==> config.mk <==
export PLATFORM = sky130hd
export DESIGN_NAME = shader_front
export DESIGN_NICKNAME = d
export VERILOG_FILES = /design/src/front_pkg.sv /design/src/shader_front.sv /design/src/issue_merge.sv /design/src/class_decode.sv /design/src/operand_decode.sv
export SDC_FILE = /design/constraint.sdc
export NUM_CORES = 1
export LEC_CHECK = 0
export BUFFER_PORTS_ARGS = -buffer_cell sky130_fd_sc_hd__buf_2
export CAP_MARGIN = 20
export CORE_ASPECT_RATIO = 0.8
export CORE_MARGIN = 4
export CORE_UTILIZATION = 50
export CTS_CLUSTER_SIZE = 25
export DETAILED_ROUTE_END_ITERATION = 7
export PLACE_DENSITY = 0.78
export SYNTH_ARGS = -nofsm -noshare
export SYNTH_HDL_FRONTEND = slang
export SYNTH_SLANG_ARGS = --single-unit
==> constraint.sdc <==
create_clock -name clk -period 2.7 [get_ports clk]
set_clock_uncertainty 0.15 [all_clocks]
set_input_delay 0.135 -clock clk [delete_from_list [all_inputs] [get_ports clk]]
set_output_delay 0.135 -clock clk [all_outputs]
set_load 0.01 [all_outputs]
==> src/front_pkg.sv <==
package front_pkg;

	localparam int INSN_BITS  = 32;
	localparam int GROUP_BITS = 4;
	localparam int REG_BITS   = 5;
	// What is left of the word after the fixed fields
	localparam int IMM_BITS   = INSN_BITS - 10 - 3 * REG_BITS;

	typedef enum logic [1:0] {
		FPINT = 2'd0,
		MEM   = 2'd1,
		SFU   = 2'd2,
		GROUP = 2'd3
	} insn_class_e;

	// Code 7 reserved
	typedef enum logic [2:0] {
		MOV  = 3'd0,
		FMUL = 3'd1,
		IMUL = 3'd2,
		FADD = 3'd3,
		FMAX = 3'd4,
		FMIN = 3'd5,
		FCVT = 3'd6
	} fpint_opcode_e;

	typedef enum logic [1:0] {
		SVS = 2'd0,
		SSS = 2'd1,
		VVS = 2'd2,
		VVV = 2'd3
	} reg_mode_e;

	typedef struct packed {
		insn_class_e         insn_class;
		fpint_opcode_e       fpint_op;
		reg_mode_e           reg_mode;
		logic                reg_rev;
		logic                b_is_imm;
		logic                b_from_consts;
		logic [REG_BITS-1:0] rd;
		logic [REG_BITS-1:0] ra;
		logic [REG_BITS-1:0] rb;
		logic [IMM_BITS-1:0] imm;
	} insn_word_t;

	typedef struct packed {
		logic [GROUP_BITS-1:0] group;
		logic                  retry;
		insn_word_t            insn;
	} front_wave_t;

	typedef struct packed {
		logic [REG_BITS-1:0] a_num;
		logic [REG_BITS-1:0] b_num;
		logic [IMM_BITS-1:0] b_imm;
		logic                b_is_imm;
		logic                b_is_const;
		logic                a_scalar;
		logic                b_scalar;
		logic                scalar_rev;
	} reg_read_t;

	typedef struct packed {
		logic [REG_BITS-1:0] num;
		logic                scalar;
	} dest_t;

	typedef struct packed {
		logic p1; // Memory
		logic p2; // Special function
		logic p3; // Group op
	} dispatch_t;

	typedef struct packed {
		logic mul_float;
		logic unit_b;
		logic put_mul;
		logic zero_flags;
		logic minmax_abs;
		logic minmax_swap;
		logic int_signed;
		logic round_enable;
	} fpint_ctrl_t;

	typedef struct packed {
		logic [GROUP_BITS-1:0] group;
		logic                  retry;
		reg_read_t             reg_read;
		dest_t                 dest;
		dispatch_t             dispatch;
		fpint_ctrl_t           fpint_ctrl;
		logic                  writeback;
	} issue_pkt_t;

endpackage
==> src/shader_front.sv <==
module shader_front
import front_pkg::*;
(
	input  logic        clk,
	input  logic        rst_n,

	input  logic        in_valid,
	output logic        in_ready,
	input  front_wave_t in_wave,

	output logic        out_valid,
	input  logic        out_ready,
	output issue_pkt_t  out_pkt
);

	logic advance, retry, writeback;
	logic [GROUP_BITS-1:0] group;
	reg_read_t reg_read;
	dest_t dest;
	dispatch_t dispatch;
	fpint_ctrl_t fpint_ctrl;

	operand_decode u_operand (
		.clk,
		.advance,
		.insn(in_wave.insn),
		.reg_read,
		.dest
	);

	class_decode u_class (
		.clk,
		.rst_n,
		.advance,
		.wave(in_wave),
		.group,
		.retry,
		.dispatch,
		.fpint_ctrl,
		.writeback
	);

	issue_merge u_merge (
		.clk,
		.rst_n,
		.in_valid,
		.in_ready,
		.advance,
		.reg_read,
		.dest,
		.group,
		.retry,
		.dispatch,
		.fpint_ctrl,
		.writeback,
		.out_valid,
		.out_ready,
		.out_pkt
	);

endmodule

==> src/issue_merge.sv <==
module issue_merge
import front_pkg::*;
(
	input  logic                  clk,
	input  logic                  rst_n,

	input  logic                  in_valid,
	output logic                  in_ready,
	output logic                  advance,

	input  reg_read_t             reg_read,
	input  dest_t                 dest,
	input  logic [GROUP_BITS-1:0] group,
	input  logic                  retry,
	input  dispatch_t             dispatch,
	input  fpint_ctrl_t           fpint_ctrl,
	input  logic                  writeback,

	output logic                  out_valid,
	input  logic                  out_ready,
	output issue_pkt_t            out_pkt
);

	logic s1_valid, s2_valid, move;

	// Stage 1 sits in the decoder registers, stage 2 in out_pkt
	assign move = s1_valid & (~s2_valid | out_ready);

	assign in_ready = ~s1_valid | ~s2_valid | out_ready;
	assign advance = in_valid & in_ready;
	assign out_valid = s2_valid;

	always_ff @(posedge clk or negedge rst_n)
		if (~rst_n) begin
			s1_valid <= 0;
			s2_valid <= 0;
		end else begin
			if (advance)
				s1_valid <= 1;
			else if (move)
				s1_valid <= 0;

			if (move)
				s2_valid <= 1;
			else if (out_ready)
				s2_valid <= 0; // Drained
		end

	// Held while stalled, since move stays low
	always_ff @(posedge clk)
		if (move) begin
			out_pkt.group <= group;
			out_pkt.retry <= retry;
			out_pkt.reg_read <= reg_read;
			out_pkt.dest <= dest;
			out_pkt.dispatch <= dispatch;
			out_pkt.fpint_ctrl <= fpint_ctrl;
			out_pkt.writeback <= writeback;
		end

endmodule

==> src/class_decode.sv <==
module class_decode
import front_pkg::*;
(
	input  logic                  clk,
	input  logic                  rst_n,

	input  logic                  advance,
	input  front_wave_t           wave,

	output logic [GROUP_BITS-1:0] group,
	output logic                  retry,
	output dispatch_t             dispatch,
	output fpint_ctrl_t           fpint_ctrl,
	output logic                  writeback
);

	dispatch_t dispatch_next;
	fpint_ctrl_t ctrl_next;
	logic writeback_next;

	// Port flags and writeback from the instruction class
	always_comb begin
		dispatch_next = '0;
		writeback_next = 0;

		unique case (wave.insn.insn_class)
			FPINT: writeback_next = 1; // Port 0 takes no handshake
			MEM:   dispatch_next.p1 = 1;
			SFU:   dispatch_next.p2 = 1;
			GROUP: dispatch_next.p3 = 1;
		endcase

		// Retried words go nowhere
		if (wave.retry) begin
			dispatch_next = '0;
			writeback_next = 0;
		end
	end

	/* FP/INT datapath control, decoded regardless of class.
	   Bit order: mul_float unit_b put_mul zero_flags
	   minmax_abs minmax_swap int_signed round_enable */
	always_comb begin
		ctrl_next = '0;

		case (wave.insn.fpint_op)
			MOV:
				ctrl_next = 8'b0101_1001;

			FMUL:
				ctrl_next = 8'b1010_1001;

			IMUL:
				ctrl_next = 8'b0001_1000; // No rounding on integer product

			FADD:
				ctrl_next = 8'b0100_1001;

			FMAX, FMIN: begin
				ctrl_next = 8'b0100_0000;
				ctrl_next.minmax_swap = wave.insn.fpint_op == FMIN;
			end

			FCVT:
				ctrl_next = 8'b0101_1011;

			default:
				ctrl_next = '0; // Reserved
		endcase
	end

	always_ff @(posedge clk or negedge rst_n)
		if (~rst_n) begin
			dispatch <= '0;
			writeback <= 0;
		end else if (advance) begin
			dispatch <= dispatch_next;
			writeback <= writeback_next;
		end

	always_ff @(posedge clk)
		if (advance) begin
			group <= wave.group;
			retry <= wave.retry;
			fpint_ctrl <= ctrl_next;
		end

endmodule

==> src/operand_decode.sv <==
module operand_decode
import front_pkg::*;
(
	input  logic       clk,
	input  logic       advance,
	input  insn_word_t insn,

	output reg_read_t  reg_read,
	output dest_t      dest
);

	logic a_scalar, b_scalar, dest_scalar;

	// Scalar/vector selection per register mode
	always_comb begin
		a_scalar = 0;
		b_scalar = 0;
		dest_scalar = 0;

		unique case (insn.reg_mode)
			SVS, VVS: begin
				a_scalar = insn.reg_rev; // reg_rev swaps which source is scalar
				b_scalar = ~insn.reg_rev;
			end

			SSS: begin
				a_scalar = 1;
				b_scalar = 1;
			end

			VVV: begin
				a_scalar = 0;
				b_scalar = 0;
			end
		endcase

		unique case (insn.reg_mode)
			SVS, SSS: dest_scalar = 1;
			VVS, VVV: dest_scalar = 0;
		endcase
	end

	always_ff @(posedge clk)
		if (advance) begin
			reg_read.a_num <= insn.ra;
			reg_read.b_num <= insn.rb;
			reg_read.b_imm <= insn.imm;
			reg_read.b_is_imm <= insn.b_is_imm;
			reg_read.b_is_const <= insn.b_from_consts;
			reg_read.scalar_rev <= insn.reg_rev;

			reg_read.a_scalar <= a_scalar;
			reg_read.b_scalar <= b_scalar;

			dest.num <= insn.rd;
			dest.scalar <= dest_scalar;
		end

endmodule

==> results by group, run 1 <==
Timing
  – Fmax: between 500 and 600 MHz
  – Slew HR: 0.530
  – RSZ-0062 raised after global routing: no
  – Measured slew at the worst slew-check pin: just over 0.7 ns
  – Final hold vios: 0
  – Setup_tns: 0 ns
  – Max Slew Vio Count: 0
  – Tcrit/Tclk final: 0.710
  – Final setup margin: between 0.7 and 0.8 ns
  – Setup violators final: 0
  – Fin crit period: 1.92 ns

Status
  – Status: completed

GRT
  – Overflow after GRT: 0
  – Initial antenna violation count: 0
  – Global-route usage over all layers: 0.156
  – Vias in the first global route: around 1,600
  – First-pass GRT wire length: ~8.2 mm
  – Largest net degree at the start of global routing: between 40 and 50

Critical path
  – Data arrival, critical path: between 1.5 and 2 ns
  – Crit path from: out_ready
  – Worst Reg2Reg Path Length in Cells: 4
  – Worst setup path end: u_class.group[0]
  – Reg-to-Reg Start: u_merge.out_valid
  – Critical path data required time: roughly 2.6 ns
  – Worst Setup End Kind: register
  – Crit path max fanout: 24
  – Internal reg-to-reg setup slack: roughly 0.83 ns
  – Crit path kind: in2reg
  – Startpoint types: input port
  – Critical R2R Capture: u_class.group[0]

Hold path
  – Worst min-delay path class: in2reg
  – Min-delay src: in_wave[31]

Routing
  – WL final: a little over 5 mm
  – Drt wl/cell: roughly 15 um
  – Iter 0 DRT Violations: between 100 and 150
  – Vias per inst: 4.56
  – Residual DRC: 0
  – Antenna Violating Nets Remaining: 0
  – Detailed Routing Iterations Pass 1: 4
  – Routed vias: between 1,500 and 2,000

CTS
  – Maximum buffer depth of the clock tree: 2
  – Hold Buf Count CTS: 40
  – Clock latency on the worst-skew pair: between 0.3 and 0.4 ns
  – Clock buffer count from CTS: 9
  – H-tree Lvls: 3
  – Clock sink total: 90
  – Post-cts sizing count: 0
  – Clock transition at path regs: approximately 0.08 ns
  – Setup bufs post-CTS: 0
  – CTS root buf: clkbuf_8
  – CTS tree: done

Finish
  – P&R area growth vs syn: 39.3%
  – Footprint of the multi-input gates: about 220 sq um
  – Layout cells sized above 1: 0.437
  – Storage cell area: 2670 sq um
  – Diode count: 0
  – Post-layout util: 0.730
  – Fin cells: between 300 and 400
  – Nets: about 300
  – # fillers: 342

Synthesis
  – Share of the synthesized area in the top cell type: 0.867
  – Syn_nets: 161
  – Ys async rst share: 0.0667
  – Yosys top cell by area: edfxtp_1
  – Most common cell in the synthesized netlist: edfxtp_1
  – Top_reg_cell synth: edfxtp_1
  – Cells after Synth: 120
  – Synthesized cell area: 2910 sq um
  – Synthesized flop and latch total: 90
  – Post-synthesis sequential area ratio: 0.918
  – Yosys warns: 0
  – Most frequent cells after synthesis: 84 x edfxtp_1, 6 x dfrtp_1, 4 x a32o_1
  – Post-synth EDFFs: 84
  – Ranking of synthesized cells by area: edfxtp_1 87%, dfrtp_1 5.2%, a32o_1 1.4%
  – Synth unique cells: 23
  – Syn avg cell area: between 20 and 25 sq um

Pwr
  – Leak pwr: 1.60 nW
  – Worst VDD drop: between 0.4 and 0.5 mV
  – Power per cell area: between 600 and 700 nW/um^2

Flow run
  – Max_cap viols: 0

Floorplan
  – DIE AREA: 7110 sq um
  – Cell Rows: 24
  – Io pins: 88
  – Initial cell density of the core: 0.524
  – Core Region: approximately 5600 sq um
  – Die span in y: approximately 76 um
  – Die W: ~93 um

Place
  – Cells after DPL: between 200 and 300
  – Final weighted congestion in routability-driven placement: 0.831
  – Post-Place Worst Slack: just over 0.8 ns
  – Post-detail-place hpwl: about 3.1 mm
  – Input/output buffers: 87
## sequential cells by signal, summed over array words and instances (netlist names)
signal and flops:
u_class.dispatch 3, u_class.fpint_ctrl 7, u_class.group 4, u_class.retry 1, u_class.writeback 1, u_merge.out_pkt 44, u_merge.out_valid 1, u_merge.s1_valid 1
u_operand.dest 6, u_operand.reg_read 22
## power by group
part,total (mW),internal [mW],switching [mW]
Sequential,1.67,1.65,0.0290
Clock,0.845,0.359,0.487
Combinational,0.240,0.116,0.124
## kinds of logic after synthesis
| kind of cell | share of synthesized area |
|---|---|
| buf+inv | 0.00817 |
| xor+xnor | 0.00602 |
| compound gates | 0.0202 |
| simple gates | 0.0400 |
| flops | 0.918 |
| mux | 0.00731 |
## how the worst min path moves through the flow
stage / to / cells after the start
floorplan: u_class.dispatch[0] / 0
global placement: u_merge.s1_valid / 1
detailed placement: u_merge.out_valid / 1
CTS: u_class.writeback / 3
global route: u_class.dispatch[2] / 3
finish: u_class.writeback / 3
## metrics by stage
| stage | hold slack (ns) | total power, mW | area, sq um |
|---|---|---|---|
| after floorplan | -0.311 | 1.79 | 2910 |
| after global placement | -0.187 | 1.89 | 3460 |
| after detailed placement | -0.182 | 1.90 | 3460 |
| after CTS | 0.0278 | 2.79 | 4060 |
| after global routing | 0.0409 | 2.89 | 4060 |
| final | 0.0444 | 2.76 | 4060 |
## cell type report
cell class | instances | area share
timing repair buffer | 129 | 0.213
sequential | 90 | 0.659
clock buffer | 9 | 0.0305
clock inverter | 7 | 0.0176
inverter | 3 | 0.00278
multi-input combinational | 25 | 0.0531
tap | 78 | 0.0241
## per-layer routing
metal  track usage  vias to the layer above  part of all wire
li1              -                      745                 -
met1         0.188                      714              0.40
met2         0.253                       82              0.49
met3        0.0592                       14             0.090
met4        0.0644                        0             0.023
met5             0                        -                 0
## cell usage in the layout (no fill, tap or decap)
| cell type | count |
|---|---|
| clkbuf_8 | 9 |
| mux2_2 | 1 |
| a32o_1 | 4 |
| and2_4 | 1 |
| nand2_4 | 1 |
| inv_8 | 2 |
| nor2b_2 | 1 |
| nor2b_1 | 1 |
| edfxtp_1 | 84 |
| and2_1 | 1 |
| inv_1 | 3 |
| clkinv_8 | 1 |
| a21oi_2 | 1 |
| nor2_1 | 1 |
| nor2_2 | 1 |
| clkinv_4 | 1 |
| buf_4 | 1 |
| nand2b_1 | 3 |
| mux2i_1 | 1 |
| buf_2 | 87 |
| xnor2_1 | 2 |
| dlygate4sd3_1 | 40 |
| and3_2 | 1 |
| dfrtp_1 | 6 |
| inv_6 | 1 |
| nor3b_2 | 1 |
| buf_12 | 1 |
| o21ai_0 | 1 |
| clkinvlp_4 | 2 |
| and2_2 | 1 |
| a21oi_1 | 1 |
| nand3b_4 | 1 |
## worst max-delay path: stages
cell,delay (ns)
dlygate4sd3_1,0.54
buf_2,0.11
nand3b_4,0.17
nand2_4,0.08
inv_1,0.52
buf_12,0.26
No activity file was read; power rests on OpenSTA's default activity.
==> inputs of run 2 (changes only) <==
- CORE_UTILIZATION: 50 -> 45
- PLACE_DENSITY: 0.78 -> 0.74
- clock period: 2.7 -> 1.7 ns (I/O delays scaled with it)
==> run 2 against run 1 <==
  * Total power grew 62%
  * Register-to-register slack worse by 0.66 ns
  * Critical path depth shrank 1
  * Highest routed layer unchanged
==> results by group, run 2 (synthesis gave the netlist of run 1 again) <==
Place
  – Cells after DPL: 289 (was 285)
  – Post-detail-place hpwl: 3.42 mm (was 3.14 mm)
  – Final weighted congestion in routability-driven placement: 0.715 (was 0.831)
  – Placed cell area: 3490 sq um (was 3460 sq um)
  – Post-Place Worst Slack: 0.154 ns (was 0.815 ns)
  – Input/output buffers: 87 (unchanged)

Routing
  – WL final: 5.13 mm (was 5.09 mm)
  – Routed vias: 1,530 (was 1,555)
  – Iter 0 DRT Violations: 77 (was 122)
  – Antenna Violating Nets Remaining: 0 (unchanged)
  – Drt wl/cell: 14.7 um (was 14.9 um)
  – Detailed Routing Iterations Pass 1: 4 (unchanged)
  – Vias per inst: 4.40 (was 4.56)
  – Residual DRC: 0 (unchanged)

GRT
  – Largest net degree at the start of global routing: 45 (unchanged)
  – First-pass GRT wire length: 8.11 mm (was 8.20 mm)
  – Overflow after GRT: 0 (unchanged)
  – Global-route usage over all layers: 0.141 (was 0.156)
  – Vias in the first global route: 1,612 (was 1,636)
  – Initial antenna violation count: 0 (unchanged)

CTS
  – Maximum buffer depth of the clock tree: 2 (unchanged)
  – Clock buffer count from CTS: 9 (unchanged)
  – Clock latency on the worst-skew pair: 0.35 ns (about the same)
  – CTS root buf: clkbuf_8 (unchanged)
  – CTS tree: done (unchanged)
  – Setup bufs post-CTS: 0 (unchanged)
  – H-tree Lvls: 3 (unchanged)
  – Clock sink total: 90 (unchanged)
  – Clock transition at path regs: 0.09 ns (was 0.08 ns)

Finish
  – Diode count: 0 (unchanged)
  – # fillers: 399 (was 342)
  – Largest registers: u_merge.out_pkt (44), u_operand.reg_read (22), u_class.fpint_ctrl (7) (unchanged)
  – Nets: 303 (was 299)
  – Top reg by flops: u_merge.out_pkt (unchanged)
  – Max reg flops: 44 (unchanged)
  – Finished Cell Area: 4140 sq um (was 4060 sq um)
  – P&R area growth vs syn: 42.3% (was 39.3%)
  – Fin cells: 348 (was 341)
  – Post-layout util: 0.679 (was 0.730)
  – Layout cells sized above 1: 0.438 (was 0.437)
  – Most frequent cells in the layout: 86 x buf_2, 84 x edfxtp_1, 43 x dlygate4sd3_1, 9 x clkbuf_8, 6 x dfrtp_1 (was 87 x buf_2, 84 x edfxtp_1, 40 x dlygate4sd3_1, 9 x clkbuf_8, 6 x dfrtp_1)
  – Most common cell after layout, fill and taps aside: buf_2 (unchanged)

Critical path
  – Slowest cell on crit path: dlygate4sd3_1 (unchanged)
  – Worst Setup End Kind: register (unchanged)
  – Critical path data required time: 1.65 ns (was 2.60 ns)
  – Startpoint types: input port (unchanged)
  – Critical-path cell list: dlygate4sd3_1 > buf_2 > nor3b_4 > a21oi_2 > dlygate4sd3_1 (was dlygate4sd3_1 > buf_2 > nand3b_4 > nand2_4 > inv_1 > buf_12)
  – Critical path's most frequent cell: dlygate4sd3_1
  – Critical path's largest stage delay: 0.55 ns (was 0.54 ns)
  – Crit path kind: in2reg (unchanged)
  – Crit path max fanout: 7 (was 24)
  – Data arrival, critical path: 1.60 ns (was 1.82 ns)

Floorplan
  – DIE AREA: 7830 sq um (was 7110 sq um)
  – Initial cell density of the core: 0.477 (was 0.524)
  – Core Region: 6100 sq um (was 5560 sq um)
  – Die span in y: 79.9 um (was 76.2 um)
  – Cell Rows: 25 (was 24)
  – Die W: 97.9 um (was 93.3 um)
  – Io pins: 88 (unchanged)

Flow run
  – Max_cap viols: 0 (unchanged)

Timing
  – Fin crit period: approximately 1.6 ns
  – Measured slew at the worst slew-check pin: 0.274 ns (was 0.704 ns)
  – Final hold vios: 0 (unchanged)
  – Setup_tns: 0 ns (unchanged)
  – Fmax: 606 MHz
  – Max Slew Vio Count: 0 (unchanged)
  – Final setup margin: 0.0503 ns (was 0.783 ns)
  – Tcrit/Tclk final: 0.970
  – Slew HR: 0.817 (was 0.530)
  – Worst hold slack: 0.264 ns (was 0.0444 ns)
  – Setup violators final: 0 (unchanged)

Pwr
  – Worst VDD drop: 0.621 mV (was 0.448 mV)
  – Power per cell area: 1080 nW/um^2 (was 681 nW/um^2)
  – Leak pwr: 1.63 nW (was 1.60 nW)
  – Final Power: 4.48 mW (was 2.76 mW)

Status
  – Status: completed (unchanged)

Hold path
  – Worst min-delay path class: reg2reg (was in2reg)
-- run 2: per-layer routing --
metal / routed length, um / vias up / GRT usage
li1: - / 752 / -
met1: 2120 / 710 / 0.169
met2: 2580 / 64 / 0.234
met3: 383 / 4 / 0.0576
met4: 53 / 0 / 0.0415
met5: 0 / - / 0
-- run 2: area by class of cell --
type | count | area [sq um] | area share
Sequential cell | 90 | 2670 | 0.646
Clock buffer | 10 | 128 | 0.0308
Tap cell | 81 | 101 | 0.0245
Inverter | 3 | 15.0 | 0.00363
Multi-Input combinational cell | 25 | 230 | 0.0556
Clock inverter | 6 | 77.6 | 0.0187
Timing Repair Buffer | 133 | 916 | 0.221
-- run 2: critical path: cells and delay by family --
family | cells | cell delay [ns]
AO/OA/AOI/OAI | 1 | 0.04
buffers and inverters | 3 | 1.26
AND/OR/NAND/NOR | 1 | 0.21
-- run 2: final timing paths --
| path | start | end | slack, ns | cells past startpoint |
|---|---|---|---|---|
| setup / recovery | in_wave[29] | u_class.fpint_ctrl[6] | 0.05 | 5 |
| hold / removal | u_operand.reg_read[17] | u_merge.out_pkt[35] | 0.26 | 0 |
| setup reg to reg | u_merge.out_valid | u_operand.reg_read[14] | 0.17 | 4 |
| hold reg to reg | u_operand.reg_read[17] | u_merge.out_pkt[35] | 0.26 | 0 |
| max in group asynchronous | rst_n | u_merge.out_valid | 0.67 | 3 |
| min in group asynchronous | rst_n | u_class.writeback | 0.51 | 3 |
-- run 2: power breakdown --
part	leakage [nW]	switching, mW	internal [mW]
Combinational	0.646	0.203	0.203
Clock	0.104	0.720	0.700
Sequential	0.884	0.0454	2.61
-- run 2: repair_timing --
item | CTS | global route
endpoints found under the setup margin | 0 | 1
endpoints found under the hold margin | 52 | 0
hold buffers | 43 | 0
gates resized for setup | 0 | 3
==> inputs of run 3 (changes only) <==
- ABC_CLOCK_PERIOD_IN_PS: unset -> 1700
- CTS_BUF_LIST: unset -> sky130_fd_sc_hd__clkbuf_8 sky130_fd_sc_hd__clkbuf_16
- TNS_END_PERCENT: unset -> 50
==> run 3 against run 2 <==
  * Cell area unchanged
  * Register-to-register slack about the same
  * First-iteration DRC count increased by 1.3%
  * Sequential share of layout area unchanged
  * Worst setup slack about the same
  * Cell count unchanged
  * Critical endpoint unchanged
  * Largest power group unchanged
==> results by group, run 3 (synthesis gave the netlist of run 1 again) <==
Status
  – Status: completed (unchanged)

GRT
  – Initial antenna violation count: 0 (unchanged)
  – Largest net degree at the start of global routing: 45 (unchanged)
  – Vias in the first global route: 1,612 (unchanged)
  – Overflow after GRT: 0 (unchanged)
  – First-pass GRT wire length: 8.11 mm (unchanged)
  – Global-route usage over all layers: 0.141 (unchanged)

CTS
  – CTS root buf: clkbuf_8 (unchanged)
  – Clock transition at path regs: 0.09 ns (about the same)
  – CTS tree: done (unchanged)
  – Clock sink total: 90 (unchanged)
  – Maximum buffer depth of the clock tree: 2 (unchanged)
  – H-tree Lvls: 3 (unchanged)
  – Clock buffer count from CTS: 9 (unchanged)
  – Clock latency on the worst-skew pair: 0.35 ns (about the same)

Critical path
  – Crit path from: in_wave[29] (unchanged)
  – Worst Setup End Kind: register (unchanged)
  – Data arrival, critical path: 1.60 ns (about the same)
  – Crit path kind: in2reg (unchanged)
  – Stages on worst setup path: 5 (unchanged)
  – Startpoint types: input port (unchanged)
  – Critical path's largest stage delay: 0.55 ns (about the same)
  – Delay-heaviest family, CP: buffers and inverters (unchanged)
  – Critical path data required time: 1.65 ns (about the same)
  – Internal reg-to-reg setup slack: 0.17 ns (about the same)
  – Slowest cell on crit path: dlygate4sd3_1 (unchanged)
  – Critical R2R Capture: u_operand.reg_read[14] (unchanged)
  – Worst Reg2Reg Path Length in Cells: 4 (unchanged)
  – CP Buf/Inv Count: 3 (unchanged)
  – Crit path max fanout: 7 (unchanged)
  – Critical path's most frequent cell: dlygate4sd3_1 (unchanged)
  – Reg-to-Reg Start: u_merge.out_valid (unchanged)
  – Critical-path cell list: dlygate4sd3_1 > buf_2 > nor3b_4 > a21oi_2 > dlygate4sd3_1 (unchanged)

Pwr
  – Leak pwr: 1.64 nW (was 1.63 nW)
  – NetSw: 0.969 mW (about the same)
  – Worst VDD drop: 0.621 mV (about the same)
  – Cell-internal power: 3.51 mW (about the same)
  – Final Power: 4.48 mW (about the same)
  – Power per cell area: 1080 nW/um^2 (about the same)
  – Comb power frac: 0.091 (about the same)
  – Register share of total power: 0.593 (about the same)
  – Switching share of power: 0.216 (about the same)
  – Clock power share: 0.316 (was 0.317)

Floorplan
  – Die span in y: 79.9 um (unchanged)
  – Cell Rows: 25 (unchanged)
  – Core Region: 6100 sq um (unchanged)
  – DIE AREA: 7830 sq um (unchanged)
  – Io pins: 88 (unchanged)
  – Initial cell density of the core: 0.477 (unchanged)
  – Die W: 97.9 um (unchanged)

Hold path
  – Hold Path Depth: 0 (unchanged)
  – Min-delay src: u_operand.reg_read[17] (unchanged)
  – Worst min-delay path class: reg2reg (unchanged)
  – Min-Delay Endpoint: u_merge.out_pkt[35] (unchanged)

Routing
  – Iter 0 DRT Violations: 78 (was 77)
  – Detailed Routing Iterations Pass 1: 4 (unchanged)
  – Antenna Violating Nets Remaining: 0 (unchanged)
  – Residual DRC: 0 (unchanged)
  – Routed vias: 1,529 (was 1,530)
  – Vias per inst: 4.39 (was 4.40)
  – WL final: 5.13 mm (about the same)
  – Drt wl/cell: 14.8 um (was 14.7 um)

Finish
  – P&R area growth vs syn: 42.3% (unchanged)
  – Most frequent cells in the layout: 86 x buf_2, 84 x edfxtp_1, 43 x dlygate4sd3_1, 9 x clkbuf_8, 6 x dfrtp_1 (unchanged)
  – Finished Cell Area: 4140 sq um (unchanged)
  – Nets: 303 (unchanged)
  – Max reg flops: 44 (unchanged)
  – Top reg by flops: u_merge.out_pkt (unchanged)
  – Largest registers: u_merge.out_pkt (44), u_operand.reg_read (22), u_class.fpint_ctrl (7) (unchanged)
  – Most common cell after layout, fill and taps aside: buf_2 (unchanged)
  – Post-layout util: 0.679 (unchanged)
  – Diode count: 0 (unchanged)
  – Layout cells sized above 1: 0.438 (unchanged)

Timing
  – Fin crit period: 1.65 ns (about the same)
  – Slew HR: 0.817 (unchanged)
  – Max Slew Vio Count: 0 (unchanged)
  – Fmax: 606 MHz (about the same)
  – Tcrit/Tclk final: 0.971 (was 0.970)
  – Final setup margin: 0.0501 ns (was 0.0503 ns)
  – Setup violators final: 0 (unchanged)
  – Final hold vios: 0 (unchanged)
  – Worst hold slack: 0.264 ns (unchanged)
  – Measured slew at the worst slew-check pin: 0.274 ns (unchanged)

Place
  – Post-Place Worst Slack: 0.154 ns (unchanged)
  – Post-detail-place hpwl: 3.42 mm (unchanged)
  – Final weighted congestion in routability-driven placement: 0.715 (unchanged)
  – Placed cell area: 3490 sq um (unchanged)
  – Input/output buffers: 87 (unchanged)

Flow run
  – Max_cap viols: 0 (unchanged)
## run 3: cell types whose count changed in the layout (fill, tap and decap cells not counted), sizes merged
cell and delta:
clkbuf -1, inv +1
## run 3: final cells by class
| cell class | count | area (sq um) |
|---|---|---|
| Timing Repair Buffer | 133 | 916 |
| Sequential cell | 90 | 2670 |
| Tap cell | 81 | 101 |
| Inverter | 3 | 15.0 |
| Clock inverter | 7 | 81.3 |
| Multi-Input combinational cell | 25 | 230 |
| Clock buffer | 9 | 124 |
| Fill cell | 399 | 1960 |
## run 3: power by group through the flow
stage	Clock [mW]	Sequential [mW]	Combinational, mW
after floorplan	0	2.74	0.100
after global placement	0	2.70	0.320
after detailed placement	0	2.71	0.327
after CTS	1.45	2.66	0.407
after global routing	1.56	2.67	0.441
final	1.41	2.66	0.406
## run 3: per-stage QoR
stage	setup TNS [ns]	cells
after CTS	0	348
after global placement	0	289
after floorplan	-3.42	120
after global routing	-0.00723	348
final	0	348
after detailed placement	0	289
## run 3: worst max-delay path by stage
stage                             to
2_1_floorplan  u_class.fpint_ctrl[0]
3_3_place_gp   u_class.fpint_ctrl[6]
3_5_place_dp   u_class.fpint_ctrl[3]
4_1_cts        u_class.fpint_ctrl[6]
5_1_grt        u_class.fpint_ctrl[6]
6_report       u_class.fpint_ctrl[6]
## run 3: worst reg2reg max path, cell delays in order (launching register included)
cell	delay, ns
dfrtp_1	0.42
nand3b_4	0.15
nand2_4	0.12
clkinvlp_4	0.21
buf_4	0.25
## run 3: timing repair
| item | 4_1_cts | 5_1_grt |
|---|---|---|
| hold buffers | 43 | 0 |
| resized for setup | 0 | 3 |
| setup endpoints to repair | 0 | 1 |
| buffers inserted | 0 | 0 |
| hold endpoints to repair | 52 | 0 |
## run 3: layer usage
metal  vias up  GRT usage  wire length, um
li1        752          -                -
met1       709      0.169             2120
met2        64      0.234             2580
met3         4     0.0576              383
met4         0     0.0415               53
met5         -          0                0
